**config.mk**
```make
export PLATFORM = sky130hd
export DESIGN_NAME = quad_top
export DESIGN_NICKNAME = d
export VERILOG_FILES = /design/src/quad_pkg.sv /design/src/quad_top.sv /design/src/quad_conv_engine.sv /design/src/quad_job_ctrl.sv /design/src/quad_prefetch_buffer.sv /design/src/quad_config_regs.sv
export VERILOG_INCLUDE_DIRS = /design/src
export SDC_FILE = /design/constraint.sdc
export NUM_CORES = 1
export LEC_CHECK = 0
export BUFFER_PORTS_ARGS = -buffer_cell sky130_fd_sc_hd__buf_2
export CORE_MARGIN = 5
export CORE_UTILIZATION = 30
export DETAILED_ROUTE_END_ITERATION = 8
export SETUP_SLACK_MARGIN = 0.1
export SYNTH_ARGS = -nofsm -noshare
export SYNTH_HDL_FRONTEND = slang
export SYNTH_SLANG_ARGS = --single-unit
```
**constraint.sdc**
```tcl
create_clock -name clk_core -period 17.9 [get_ports clk_core]
set_clock_uncertainty 0.05 [all_clocks]
set_input_delay 3.58 -clock clk_core [delete_from_list [all_inputs] [get_ports clk_core]]
set_output_delay 3.58 -clock clk_core [all_outputs]
set_load 0.01 [all_outputs]
```
**src/quad_consts.svh**
```systemverilog
`ifndef QUAD_CONSTS_SVH
`define QUAD_CONSTS_SVH

// Datapath widths
`define QUAD_PIXEL_W      8
`define QUAD_WEIGHT_W     8
`define QUAD_RESULT_W     16

// Largest kernel, also the size of the weight table
`define QUAD_MAX_KERNEL   8

// Row and column counters
`define QUAD_DIM_W        8

// Config bus
`define QUAD_APB_ADDR_W   8

// Default prefetch depth, keep it a power of two
`define QUAD_FIFO_DEPTH   16

`endif
```
**src/quad_pkg.sv**
```systemverilog
`include "quad_consts.svh"

package quad_pkg;

    typedef enum logic [1:0] {
        ST_IDLE,
        ST_ACTIVE,
        ST_SEND_COMPLETE
    } job_state_e;

    // Register map, weights sit on consecutive words
    typedef enum logic [`QUAD_APB_ADDR_W-1:0] {
        REG_KERNEL_SIZE = 'h00,
        REG_NUM_ROWS    = 'h04,
        REG_NUM_COLS    = 'h08,
        REG_CTRL        = 'h0C,
        REG_WEIGHT0     = 'h10,
        REG_WEIGHT1     = 'h14,
        REG_WEIGHT2     = 'h18,
        REG_WEIGHT3     = 'h1C,
        REG_WEIGHT4     = 'h20,
        REG_WEIGHT5     = 'h24,
        REG_WEIGHT6     = 'h28,
        REG_WEIGHT7     = 'h2C
    } reg_addr_e;

    typedef struct packed {
        logic                        psel;
        logic                        penable;
        logic                        pwrite;
        logic [`QUAD_APB_ADDR_W-1:0] paddr;
        logic [31:0]                 pwdata;
    } apb_req_t;

    typedef struct packed {
        logic [31:0] prdata;
        logic        pready;
        logic        pslverr;
    } apb_rsp_t;

    typedef logic signed [`QUAD_PIXEL_W-1:0]  pixel_t;
    typedef logic signed [`QUAD_WEIGHT_W-1:0] weight_t;

    typedef struct packed {
        logic [$clog2(`QUAD_MAX_KERNEL + 1)-1:0] kernel_size;
        logic [`QUAD_DIM_W-1:0]                  num_rows;
        logic [`QUAD_DIM_W-1:0]                  num_cols;
        logic                                    relu_en;
        weight_t [`QUAD_MAX_KERNEL-1:0]          weights;
    } layer_cfg_t;

    typedef struct packed {
        logic signed [`QUAD_RESULT_W-1:0] sum;
        logic [`QUAD_DIM_W-1:0]           row;
        logic [`QUAD_DIM_W-1:0]           col;
    } result_t;

endpackage

```
**src/quad_top.sv**
```systemverilog
module quad_top (
    input  logic               clk_core,
    input  logic               rst,

    input  quad_pkg::apb_req_t apb_req,
    output quad_pkg::apb_rsp_t apb_rsp,

    input  logic               job_start,
    output logic               job_accept,
    output logic               job_complete,
    input  logic               job_complete_ack,

    input  logic               pixel_valid,
    output logic               pixel_ready,
    input  quad_pkg::pixel_t   pixel_data,

    output logic               result_valid,
    input  logic               result_ready,
    output quad_pkg::result_t  result_data
);

    quad_pkg::layer_cfg_t cfg;
    quad_pkg::pixel_t     head_data;
    logic                 busy;
    logic                 fill_en;
    logic                 job_done;
    logic                 head_valid;
    logic                 head_pop;

    // Layer configuration
    quad_config_regs u_config (
        .clk_core (clk_core),
        .rst      (rst),
        .apb_req  (apb_req),
        .apb_rsp  (apb_rsp),
        .busy     (busy),
        .cfg      (cfg)
    );

    // Handshake with the main controller
    quad_job_ctrl u_job_ctrl (
        .clk_core         (clk_core),
        .rst              (rst),
        .job_start        (job_start),
        .job_accept       (job_accept),
        .job_complete     (job_complete),
        .job_complete_ack (job_complete_ack),
        .job_done         (job_done),
        .busy             (busy),
        .fill_en          (fill_en)
    );

    quad_prefetch_buffer u_prefetch (
        .clk_core  (clk_core),
        .rst       (rst),
        .fill_en   (fill_en),
        .in_valid  (pixel_valid),
        .in_ready  (pixel_ready),
        .in_data   (pixel_data),
        .out_valid (head_valid),
        .out_pop   (head_pop),
        .out_data  (head_data)
    );

    quad_conv_engine u_engine (
        .clk_core     (clk_core),
        .rst          (rst),
        .busy         (busy),
        .cfg          (cfg),
        .head_valid   (head_valid),
        .head_data    (head_data),
        .pop          (head_pop),
        .result_valid (result_valid),
        .result_ready (result_ready),
        .result_data  (result_data),
        .job_done     (job_done)
    );

endmodule

```
**src/quad_conv_engine.sv**
```systemverilog
`include "quad_consts.svh"

module quad_conv_engine (
    input  logic                 clk_core,
    input  logic                 rst,
    input  logic                 busy,
    input  quad_pkg::layer_cfg_t cfg,
    input  logic                 head_valid,
    input  quad_pkg::pixel_t     head_data,
    output logic                 pop,
    output logic                 result_valid,
    input  logic                 result_ready,
    output quad_pkg::result_t    result_data,
    output logic                 job_done
);

    localparam int TAP_W = $clog2(`QUAD_MAX_KERNEL + 1);

    logic [TAP_W-1:0]                 tap_q;
    logic signed [`QUAD_RESULT_W-1:0] acc_q;
    logic signed [`QUAD_RESULT_W-1:0] acc_nxt;
    logic signed [`QUAD_RESULT_W-1:0] prod;
    logic signed [`QUAD_WEIGHT_W-1:0] wt;
    quad_pkg::pixel_t                 pix_act;
    logic                             acc_full;
    logic                             windows_done;
    logic [`QUAD_DIM_W-1:0]           row_q;
    logic [`QUAD_DIM_W-1:0]           col_q;
    logic                             last_tap;
    logic                             last_pos;
    logic                             out_free;
    logic                             move;
    logic                             stop;
    logic                             xfer;

    ////////////////////////////////////////////////////////////////////////////
    // Activation and multiply-accumulate

    // ReLU on the buffer head
    assign pix_act = (cfg.relu_en && head_data[`QUAD_PIXEL_W-1]) ? '0 : head_data;
    assign wt      = cfg.weights[tap_q];
    assign prod    = pix_act * wt;

    // First tap restarts the sum, 16-bit wraparound otherwise
    assign acc_nxt  = (tap_q == '0) ? prod : acc_q + prod;
    assign last_tap = tap_q == cfg.kernel_size - 1'b1;

    // Position the window in acc will take when it moves out
    assign last_pos = (row_q == cfg.num_rows - 1'b1) && (col_q == cfg.num_cols - 1'b1);

    // Output register can take a new sum on this edge
    assign out_free = !result_valid || result_ready;
    assign move     = acc_full && out_free;
    assign xfer     = result_valid && result_ready;

    // No pixel beyond the final window of the job
    assign stop = windows_done || (acc_full && last_pos);

    // Stall only when both the output and acc hold finished windows
    assign pop = busy && head_valid && !stop && (!acc_full || move);

    assign job_done = xfer &&
                      (result_data.row == cfg.num_rows - 1'b1) &&
                      (result_data.col == cfg.num_cols - 1'b1);

    ////////////////////////////////////////////////////////////////////////////
    // Window tracking and output handshake

    always_ff @(posedge clk_core) begin
        if (rst || !busy) begin
            tap_q        <= '0;
            acc_full     <= 1'b0;
            windows_done <= 1'b0;
            row_q        <= '0;
            col_q        <= '0;
            result_valid <= 1'b0;
        end else begin
            if (pop) begin
                tap_q <= last_tap ? '0 : tap_q + 1'b1;
            end
            acc_full <= (acc_full && !move) || (pop && last_tap);
            if (move) begin
                result_valid <= 1'b1;
                windows_done <= last_pos;
                // Columns step first, then rows
                if (col_q == cfg.num_cols - 1'b1) begin
                    col_q <= '0;
                    row_q <= row_q + 1'b1;
                end else begin
                    col_q <= col_q + 1'b1;
                end
            end else if (xfer) begin
                result_valid <= 1'b0;
            end
        end
    end

    // Sum and tagged result, loaded by the handshake above
    always_ff @(posedge clk_core) begin
        if (pop) begin
            acc_q <= acc_nxt;
        end
        if (move) begin
            result_data <= '{sum: acc_q, row: row_q, col: col_q};
        end
    end

endmodule

```
**src/quad_job_ctrl.sv**
```systemverilog
module quad_job_ctrl (
    input  logic clk_core,
    input  logic rst,
    input  logic job_start,
    output logic job_accept,
    output logic job_complete,
    input  logic job_complete_ack,
    input  logic job_done,
    output logic busy,
    output logic fill_en
);

    quad_pkg::job_state_e state_q;

    ////////////////////////////////////////////////////////////////////////////
    // Job FSM

    always_ff @(posedge clk_core) begin
        if (rst) begin
            state_q      <= quad_pkg::ST_IDLE;
            job_accept   <= 1'b0;
            job_complete <= 1'b0;
        end else begin
            // accept is a single pulse
            job_accept <= 1'b0;
            case (state_q)
                quad_pkg::ST_IDLE: begin
                    if (job_start) begin
                        state_q    <= quad_pkg::ST_ACTIVE;
                        job_accept <= 1'b1;
                    end
                end
                quad_pkg::ST_ACTIVE: begin
                    // Final result has left the engine
                    if (job_done) begin
                        state_q      <= quad_pkg::ST_SEND_COMPLETE;
                        job_complete <= 1'b1;
                    end
                end
                quad_pkg::ST_SEND_COMPLETE: begin
                    // Hold complete until the main controller acks
                    if (job_complete_ack) begin
                        state_q      <= quad_pkg::ST_IDLE;
                        job_complete <= 1'b0;
                    end
                end
                default: begin
                    state_q <= quad_pkg::ST_IDLE;
                end
            endcase
        end
    end

    // Config stays locked until the job is fully handed back
    assign busy = state_q != quad_pkg::ST_IDLE;

    // Pixel intake only while the job is running
    assign fill_en = state_q == quad_pkg::ST_ACTIVE;

endmodule

```
**src/quad_prefetch_buffer.sv**
```systemverilog
`include "quad_consts.svh"

module quad_prefetch_buffer #(
    parameter int DEPTH = `QUAD_FIFO_DEPTH
) (
    input  logic             clk_core,
    input  logic             rst,
    input  logic             fill_en,
    input  logic             in_valid,
    output logic             in_ready,
    input  quad_pkg::pixel_t in_data,
    output logic             out_valid,
    input  logic             out_pop,
    output quad_pkg::pixel_t out_data
);

    localparam int          AW         = $clog2(DEPTH);
    localparam logic [AW:0] FULL_COUNT = (AW + 1)'(DEPTH);

    quad_pkg::pixel_t mem [DEPTH];
    logic [AW-1:0]    wr_ptr;
    logic [AW-1:0]    rd_ptr;
    logic [AW:0]      count_q;
    logic             push;
    logic             pull;

    assign in_ready  = fill_en && (count_q != FULL_COUNT);
    assign out_valid = fill_en && (count_q != '0);
    assign push      = in_valid && in_ready;
    assign pull      = out_pop && out_valid;

    // Head is read straight from storage
    assign out_data = mem[rd_ptr];

    always_ff @(posedge clk_core) begin
        if (push) begin
            mem[wr_ptr] <= in_data;
        end
    end

    // Empty between jobs so old pixels never reach the engine
    always_ff @(posedge clk_core) begin
        if (rst || !fill_en) begin
            wr_ptr  <= '0;
            rd_ptr  <= '0;
            count_q <= '0;
        end else begin
            if (push) begin
                wr_ptr <= wr_ptr + 1'b1;
            end
            if (pull) begin
                rd_ptr <= rd_ptr + 1'b1;
            end
            case ({push, pull})
                2'b10:   count_q <= count_q + 1'b1;
                2'b01:   count_q <= count_q - 1'b1;
                default: count_q <= count_q;
            endcase
        end
    end

endmodule

```
**src/quad_config_regs.sv**
```systemverilog
`include "quad_consts.svh"

module quad_config_regs (
    input  logic                 clk_core,
    input  logic                 rst,
    input  quad_pkg::apb_req_t   apb_req,
    output quad_pkg::apb_rsp_t   apb_rsp,
    input  logic                 busy,
    output quad_pkg::layer_cfg_t cfg
);

    localparam int WIDX_W = $clog2(`QUAD_MAX_KERNEL);

    quad_pkg::layer_cfg_t        cfg_q;
    quad_pkg::layer_cfg_t        cfg_nxt;
    logic                        access;
    logic                        addr_hit;
    logic                        field_ok;
    logic                        wr_fire;
    logic [31:0]                 rdata;
    logic [`QUAD_APB_ADDR_W-1:0] wt_off;
    logic [WIDX_W-1:0]           wt_idx;
    logic [`QUAD_WEIGHT_W-1:0]   wt_rd;

    // Access phase, no wait states
    assign access = apb_req.psel && apb_req.penable;

    // Weight slot from word offset into the table
    assign wt_off = apb_req.paddr - quad_pkg::REG_WEIGHT0;
    assign wt_idx = wt_off[2 +: WIDX_W];
    assign wt_rd  = cfg_q.weights[wt_idx];

    ////////////////////////////////////////////////////////////////////////////
    // Address decode, range check and next value

    always_comb begin
        addr_hit = 1'b1;
        field_ok = 1'b1;
        rdata    = '0;
        cfg_nxt  = cfg_q;
        case (apb_req.paddr)
            quad_pkg::REG_KERNEL_SIZE: begin
                rdata    = 32'(cfg_q.kernel_size);
                field_ok = (apb_req.pwdata != '0) && (apb_req.pwdata <= `QUAD_MAX_KERNEL);
                cfg_nxt.kernel_size = apb_req.pwdata[$bits(cfg_q.kernel_size)-1:0];
            end
            quad_pkg::REG_NUM_ROWS: begin
                rdata    = 32'(cfg_q.num_rows);
                field_ok = apb_req.pwdata[`QUAD_DIM_W-1:0] != '0;
                cfg_nxt.num_rows = apb_req.pwdata[`QUAD_DIM_W-1:0];
            end
            quad_pkg::REG_NUM_COLS: begin
                rdata    = 32'(cfg_q.num_cols);
                field_ok = apb_req.pwdata[`QUAD_DIM_W-1:0] != '0;
                cfg_nxt.num_cols = apb_req.pwdata[`QUAD_DIM_W-1:0];
            end
            quad_pkg::REG_CTRL: begin
                rdata = {31'b0, cfg_q.relu_en};
                cfg_nxt.relu_en = apb_req.pwdata[0];
            end
            default: begin
                if (apb_req.paddr >= quad_pkg::REG_WEIGHT0 &&
                    apb_req.paddr <= quad_pkg::REG_WEIGHT7 &&
                    apb_req.paddr[1:0] == 2'b00) begin
                    // Weights read back sign-extended
                    rdata = {{(32 - `QUAD_WEIGHT_W){wt_rd[`QUAD_WEIGHT_W-1]}}, wt_rd};
                    cfg_nxt.weights[wt_idx] = apb_req.pwdata[`QUAD_WEIGHT_W-1:0];
                end else begin
                    addr_hit = 1'b0;
                end
            end
        endcase
    end

    // Config is frozen while a job runs
    assign wr_fire = access && apb_req.pwrite && addr_hit && field_ok && !busy;

    assign apb_rsp = '{
        prdata:  (access && !apb_req.pwrite) ? rdata : '0,
        pready:  access,
        pslverr: access && (!addr_hit || (apb_req.pwrite && (!field_ok || busy)))
    };

    always_ff @(posedge clk_core) begin
        if (rst) begin
            cfg_q <= '{kernel_size: 1, num_rows: 1, num_cols: 1, relu_en: 1'b0, weights: '0};
        end else if (wr_fire) begin
            cfg_q <= cfg_nxt;
        end
    end

    assign cfg = cfg_q;

endmodule

```
After elaboration in Yosys (flattened, before gate mapping)
Memories as Yosys holds them, arrays and structs flattened. A register that Yosys moved wholly into a read port is not among the register bits.
Cells that the tools add are included.
{ "op_classes": {"multipliers": 1, "n_mux": 32, "n_reduce_logical": 67, "magnitude_cmp": 6, "n_div": 0, "shift": 0, "n_addsub": 12, "eq_ne": 16, "n_bitwise": 2} }
{ "op_table": {"columns": ["op", "count"], "rows": [
  ["$pmux 32 s4", 1],
  ["$bwmux 64", 1],
  ["$mux 32", 2],
  ["$bmux 8 s3", 2],
  ["$mux 8", 5],
  ["$eq 8x8->1", 4],
  ["$le 32x4->1 const B", 1],
  ["$reduce_bool 32->1", 1],
  ["$logic_and 1x1->1", 28],
  ["$demux 8 s3", 1],
  ["$add 16x16->16", 1],
  ["$add 8x1->8 const B", 2],
  ["$eq 8x4->1 const B", 2],
  ["$mul 8x8->16", 1],
  ["$mux 16", 1],
  ["$sub 8x1->8 const B", 2],
  ["$add 4x1->4 const B", 3],
  ["$mux 4", 3],
  ["$pmux 5 s2", 1],
  ["$reduce_and 2->1", 5],
  ["$logic_not 1->1", 9],
  ["$mux 1", 9],
  ["$reduce_and 3->1", 3],
  ["$eq 8x3->1 const B", 1],
  ["27 further kinds", 47]
]} }
{ "word_totals": {"mem_count": 1, "wordCells": 165, "ff_bits": 173, "mem_bits_rw": 128, "output_inout_bits": 70, "rom_bits": 0, "latch_bits": 0, "in_bits": 57} }
{ "mem_list": {"columns": ["name", "depth", "word_bits", "read_ports", "rd_clocked_by_memory_dff", "wr", "line_no", "source"], "rows": [
  ["u_prefetch.mem", 16, 8, 1, 1, 1, "quad_prefetch_buffer.sv:20", "quad_pkg::pixel_t mem [DEPTH];"]
]} }

Logic depth before layout (Yosys ltp)
{ "depth": {"depth_word": 11, "depth_mapped": 31, "ltp_nobuf": 29} }

Modules after synthesis
Synthesis repeated with hierarchy kept, for this count alone.
{ "hier_totals": {"cells_unflattened": 1452, "area_unflattened_um2": 17608.1} }
{ "by_module_without_submodules": {"columns": ["mod", "n_inst", "cells_each", "seq_area_each_um2", "area_each_um2"], "rows": [
  ["quad_conv_engine", 1, 699, 1901.8, 7033.0],
  ["quad_prefetch_buffer", 1, 311, 4184.0, 6000.8],
  ["quad_config_regs", 1, 424, 1701.6, 4398.0],
  ["quad_job_ctrl", 1, 18, 80.1, 176.4]
]} }

Worst setup path after synthesis
OpenSTA, ideal clock, no wires.
{ "synth_path": {"path_kind": "in2out", "from": "input apb_req[33] (netlist name)", "to": "output apb_rsp[9] (netlist name)", "path_buffers": 1, "t_arrival_ns": 6.260, "cell_stages": 5, "slack_ns": 8.010, "t_required_ns": 14.270, "cell_sequence": "or4_1 nand2b_1 clkbuf_1 nor3_1 or2_2"} }
{ "synth_lines": {"columns": ["item", "line_no", "source"], "rows": [
  ["start: declaration", "quad_top.sv:5", "input quad_pkg::apb_req_t apb_req,"],
  ["end: declaration", "quad_top.sv:6", "output quad_pkg::apb_rsp_t apb_rsp,"]
]} }

==> results.md <==
* FF+latch count, synth at 305
* Vias in the first global route at 11512
* Hpwl dp at 30000 um
* Largest area contributor in the netlist: edfxtp_1
* Sequential area share after synthesis at 0.459
* I/O pin count at 127
* Critical Path Start Type: input pin
* Clock root buffer: clkbuf_16
* Sequential share of power at 0.486
* Commonest non-fill, non-tap cell in the layout: edfxtp_1
* Core ar. at 0.0565 mm^2
* Clock Path Buffers at 3
* Final worst slack at 8450 ps
* RD Place Congestion at 0.839
* Vias at 11192
* Largest net degree at the start of global routing at 92
* Maximum vdd ir drop at 55.4 uV
* Post-synth top area share at 0.308
* Nets@finish at 1722
* Worst endpoint required time at 14270 ps
* Synth cell types at 67
* ANT nets after route at 0
* Syn nets at 1635
* Max Cap Viol at 0
* Fin crit share at 0.528
* Async SR Flop Fraction at 0
* Count of final max-slew check failures at 0
* Top cells by area, synth: edfxtp_1 31%, dfxtp_1 15%, mux4_2 9.5%
* Slew @ Worst Pin at 1150 ps
* Die Footprint at 0.0621 mm^2
* Post-Synthesis Cells at 1460
* Internal Power at 1.19 mW
* Initial Util at 0.304
* Yosys Warn Count at 0
* FF-to-FF End: u_engine.acc_q[15]$_DFFE_PP_
* LEAKAGE at 7.25 nW
* Synth Area per Inst at 11.8 um^2
* Switching power at 0.334 mW
* DR WL/cell at 17.5 um
* Tightest Hold Check Type: flip-flop to flip-flop
* CTS tree: yes
* Worst Hold Path EP: u_engine.windows_done$_SDFFE_PP0P_
* Area Growth Syn to Fin at 14.2%
* Post-cts hold buffer count at 0
* CTS resizes at 0
* Congestion Overflow GR at 0
* Worst-path maximum fanout at 30
* Rows at 87
* Power Dens Cells at 78.0 mW/mm^2
* Path depth of the worst reg2reg path at 29
* Rel. slew slack at 0.231
* Crit path kind: input pin to primary output
* Netlist Area Pre-Place at 0.0172 mm^2
* GRT Overall Usage at 0.130
* Die W at 249 um
* Clock Latency Late Sink at 560 ps
* DR pass1 iterations at 5
* N_diodes at 0
* Max Fclk at 0.106 GHz
* Clk sinks at 305
* Total Wirelength at 40800 um
* Layout cells sized above 1 at 0.191
* Critical Path Sink Type: primary output
* Net Sw Frac at 0.219
* Combinational Power Share at 0.031
* Setup bufs post-CTS at 0
* CTS Buf Count at 36
* H-tree depth at 2
* Vias per cell at 4.80
* Setup violations, final at 0
* First-pass GRT wire length at 65300 um
* Clock power frac at 0.483
* Port bufs at 126
* Ys flop type: edfxtp_1
* Dpl ws at 8520 ps
* Hold_ws at 410 ps
* DRC viols at 0
* Hold wc startpoint: u_engine.windows_done$_SDFFE_PP0P_
* Initial antenna violation count at 1
* RSZ-0062 raised after global routing: false
* R2r setup slk at 9400 ps
* Worst EP arrival at 5820 ps
* Die Span Y at 249 um
* Clock transition at path regs at 50 ps
* Min Tclk post-route at 9450 ps
* Hold path cells at 2
* Status: finished clean
* Fin. Hold Viols at 0
* Number of synthesized flops with an enable pin at 176
* Drt first-iter violations at 666
* Most frequent cells in the layout: 176 x edfxtp_1, 159 x nor2_1, 128 x dfxtp_1
* Setup TNS at 0 ps
==> layer usage <==
layer  track usage  share of wire  vias to the layer above
li1              -              -                     5297
met1         0.178           0.46                     5554
met2         0.211           0.47                      284
met3        0.0262          0.051                       57
met4        0.0373          0.021                        0
met5             0              0                        -
==> cell families after synthesis <==
family                   after synthesis  synth area share
AO/OA/AOI/OAI                        130            0.0465
AND/OR/NAND/NOR                      441             0.129
adder cells (fa/ha/maj)              118             0.111
XOR/XNOR                             110            0.0602
buffers and inverters                201            0.0513
multiplexers                         155             0.143
flip-flops                           305             0.459
==> critical path: stages <==
cell	delay, ps
buf_2	70
buf_4	430
nor2b_1	970
a22oi_1	240
o22a_1	260
nor2_1	90
buf_2	140
==> Yosys cell counts, drive strengths merged, types with 15 or more instances <==
master and number:
edfxtp 176, nor2 161, dfxtp 129, inv 107, mux2i 81, nand2 77, mux4 72, a21oi 70
xnor2 67, ha 60, fa 58, buf 49, nor2b 48, clkbuf 45, xor2 38, nand3 32
nor3 28, nand2b 18, o21ai 18, nor4 15
==> final cells by class <==
type / count / area [um^2]
fill: 5552 / 36900
multi-input combinational: 954 / 8420
sequential: 305 / 7870
clock buffer: 46 / 980
tap: 756 / 946
timing repair buffer: 143 / 758
inverter: 107 / 402
clock inverter: 19 / 214
==> through the flow <==
step / total power [mW] / instances / area (um^2) / utilization
after floorplan: 0.784 / 1460 / 17200 / -
after global placement: 0.804 / 2265 / 18400 / 0.326
after detailed placement: 0.806 / 2265 / 18400 / 0.326
after CTS: 1.55 / 2330 / 19600 / 0.347
after global routing: 1.58 / 2330 / 19600 / 0.347
final: 1.53 / 2330 / 19600 / 0.347
==> registers in the layout, summed over array words and instances, names as in the netlist, named ones only <==
name,cells
u_engine.acc_q,16
u_prefetch.rd_ptr,4
u_engine.windows_done,1
u_engine.row_q,8
u_engine.result_valid,1
u_engine.tap_q,4
u_prefetch.mem,128
u_config.cfg,85
u_prefetch.wr_ptr,4
u_engine.acc_full,1
u_engine.col_q,8
u_job_ctrl.job_accept,1
u_prefetch.count_q,5
u_job_ctrl.state_q,2
u_engine.result_data,32
u_job_ctrl.job_complete,1
==> power groups by stage <==
stage / sequential [mW] / clock (mW) / combinational (mW)
after global placement: 0.757 / 0 / 0.0471
final: 0.742 / 0.737 / 0.0481
after floorplan: 0.757 / 0 / 0.0269
after detailed placement: 0.757 / 0 / 0.0483
after CTS: 0.742 / 0.755 / 0.0485
after global routing: 0.742 / 0.786 / 0.0523
==> worst max-delay path by stage <==
stage	end	from	slack [ps]
2_1_floorplan	apb_rsp[9]	apb_req[33]	8010
3_3_place_gp	apb_rsp[9]	apb_req[34]	8610
3_5_place_dp	apb_rsp[8]	apb_req[34]	8520
4_1_cts	apb_rsp[8]	apb_req[34]	8500
5_1_grt	apb_rsp[8]	apb_req[34]	8330
6_report	apb_rsp[8]	apb_req[34]	8450
No activity file was read; power rests on OpenSTA's default activity.
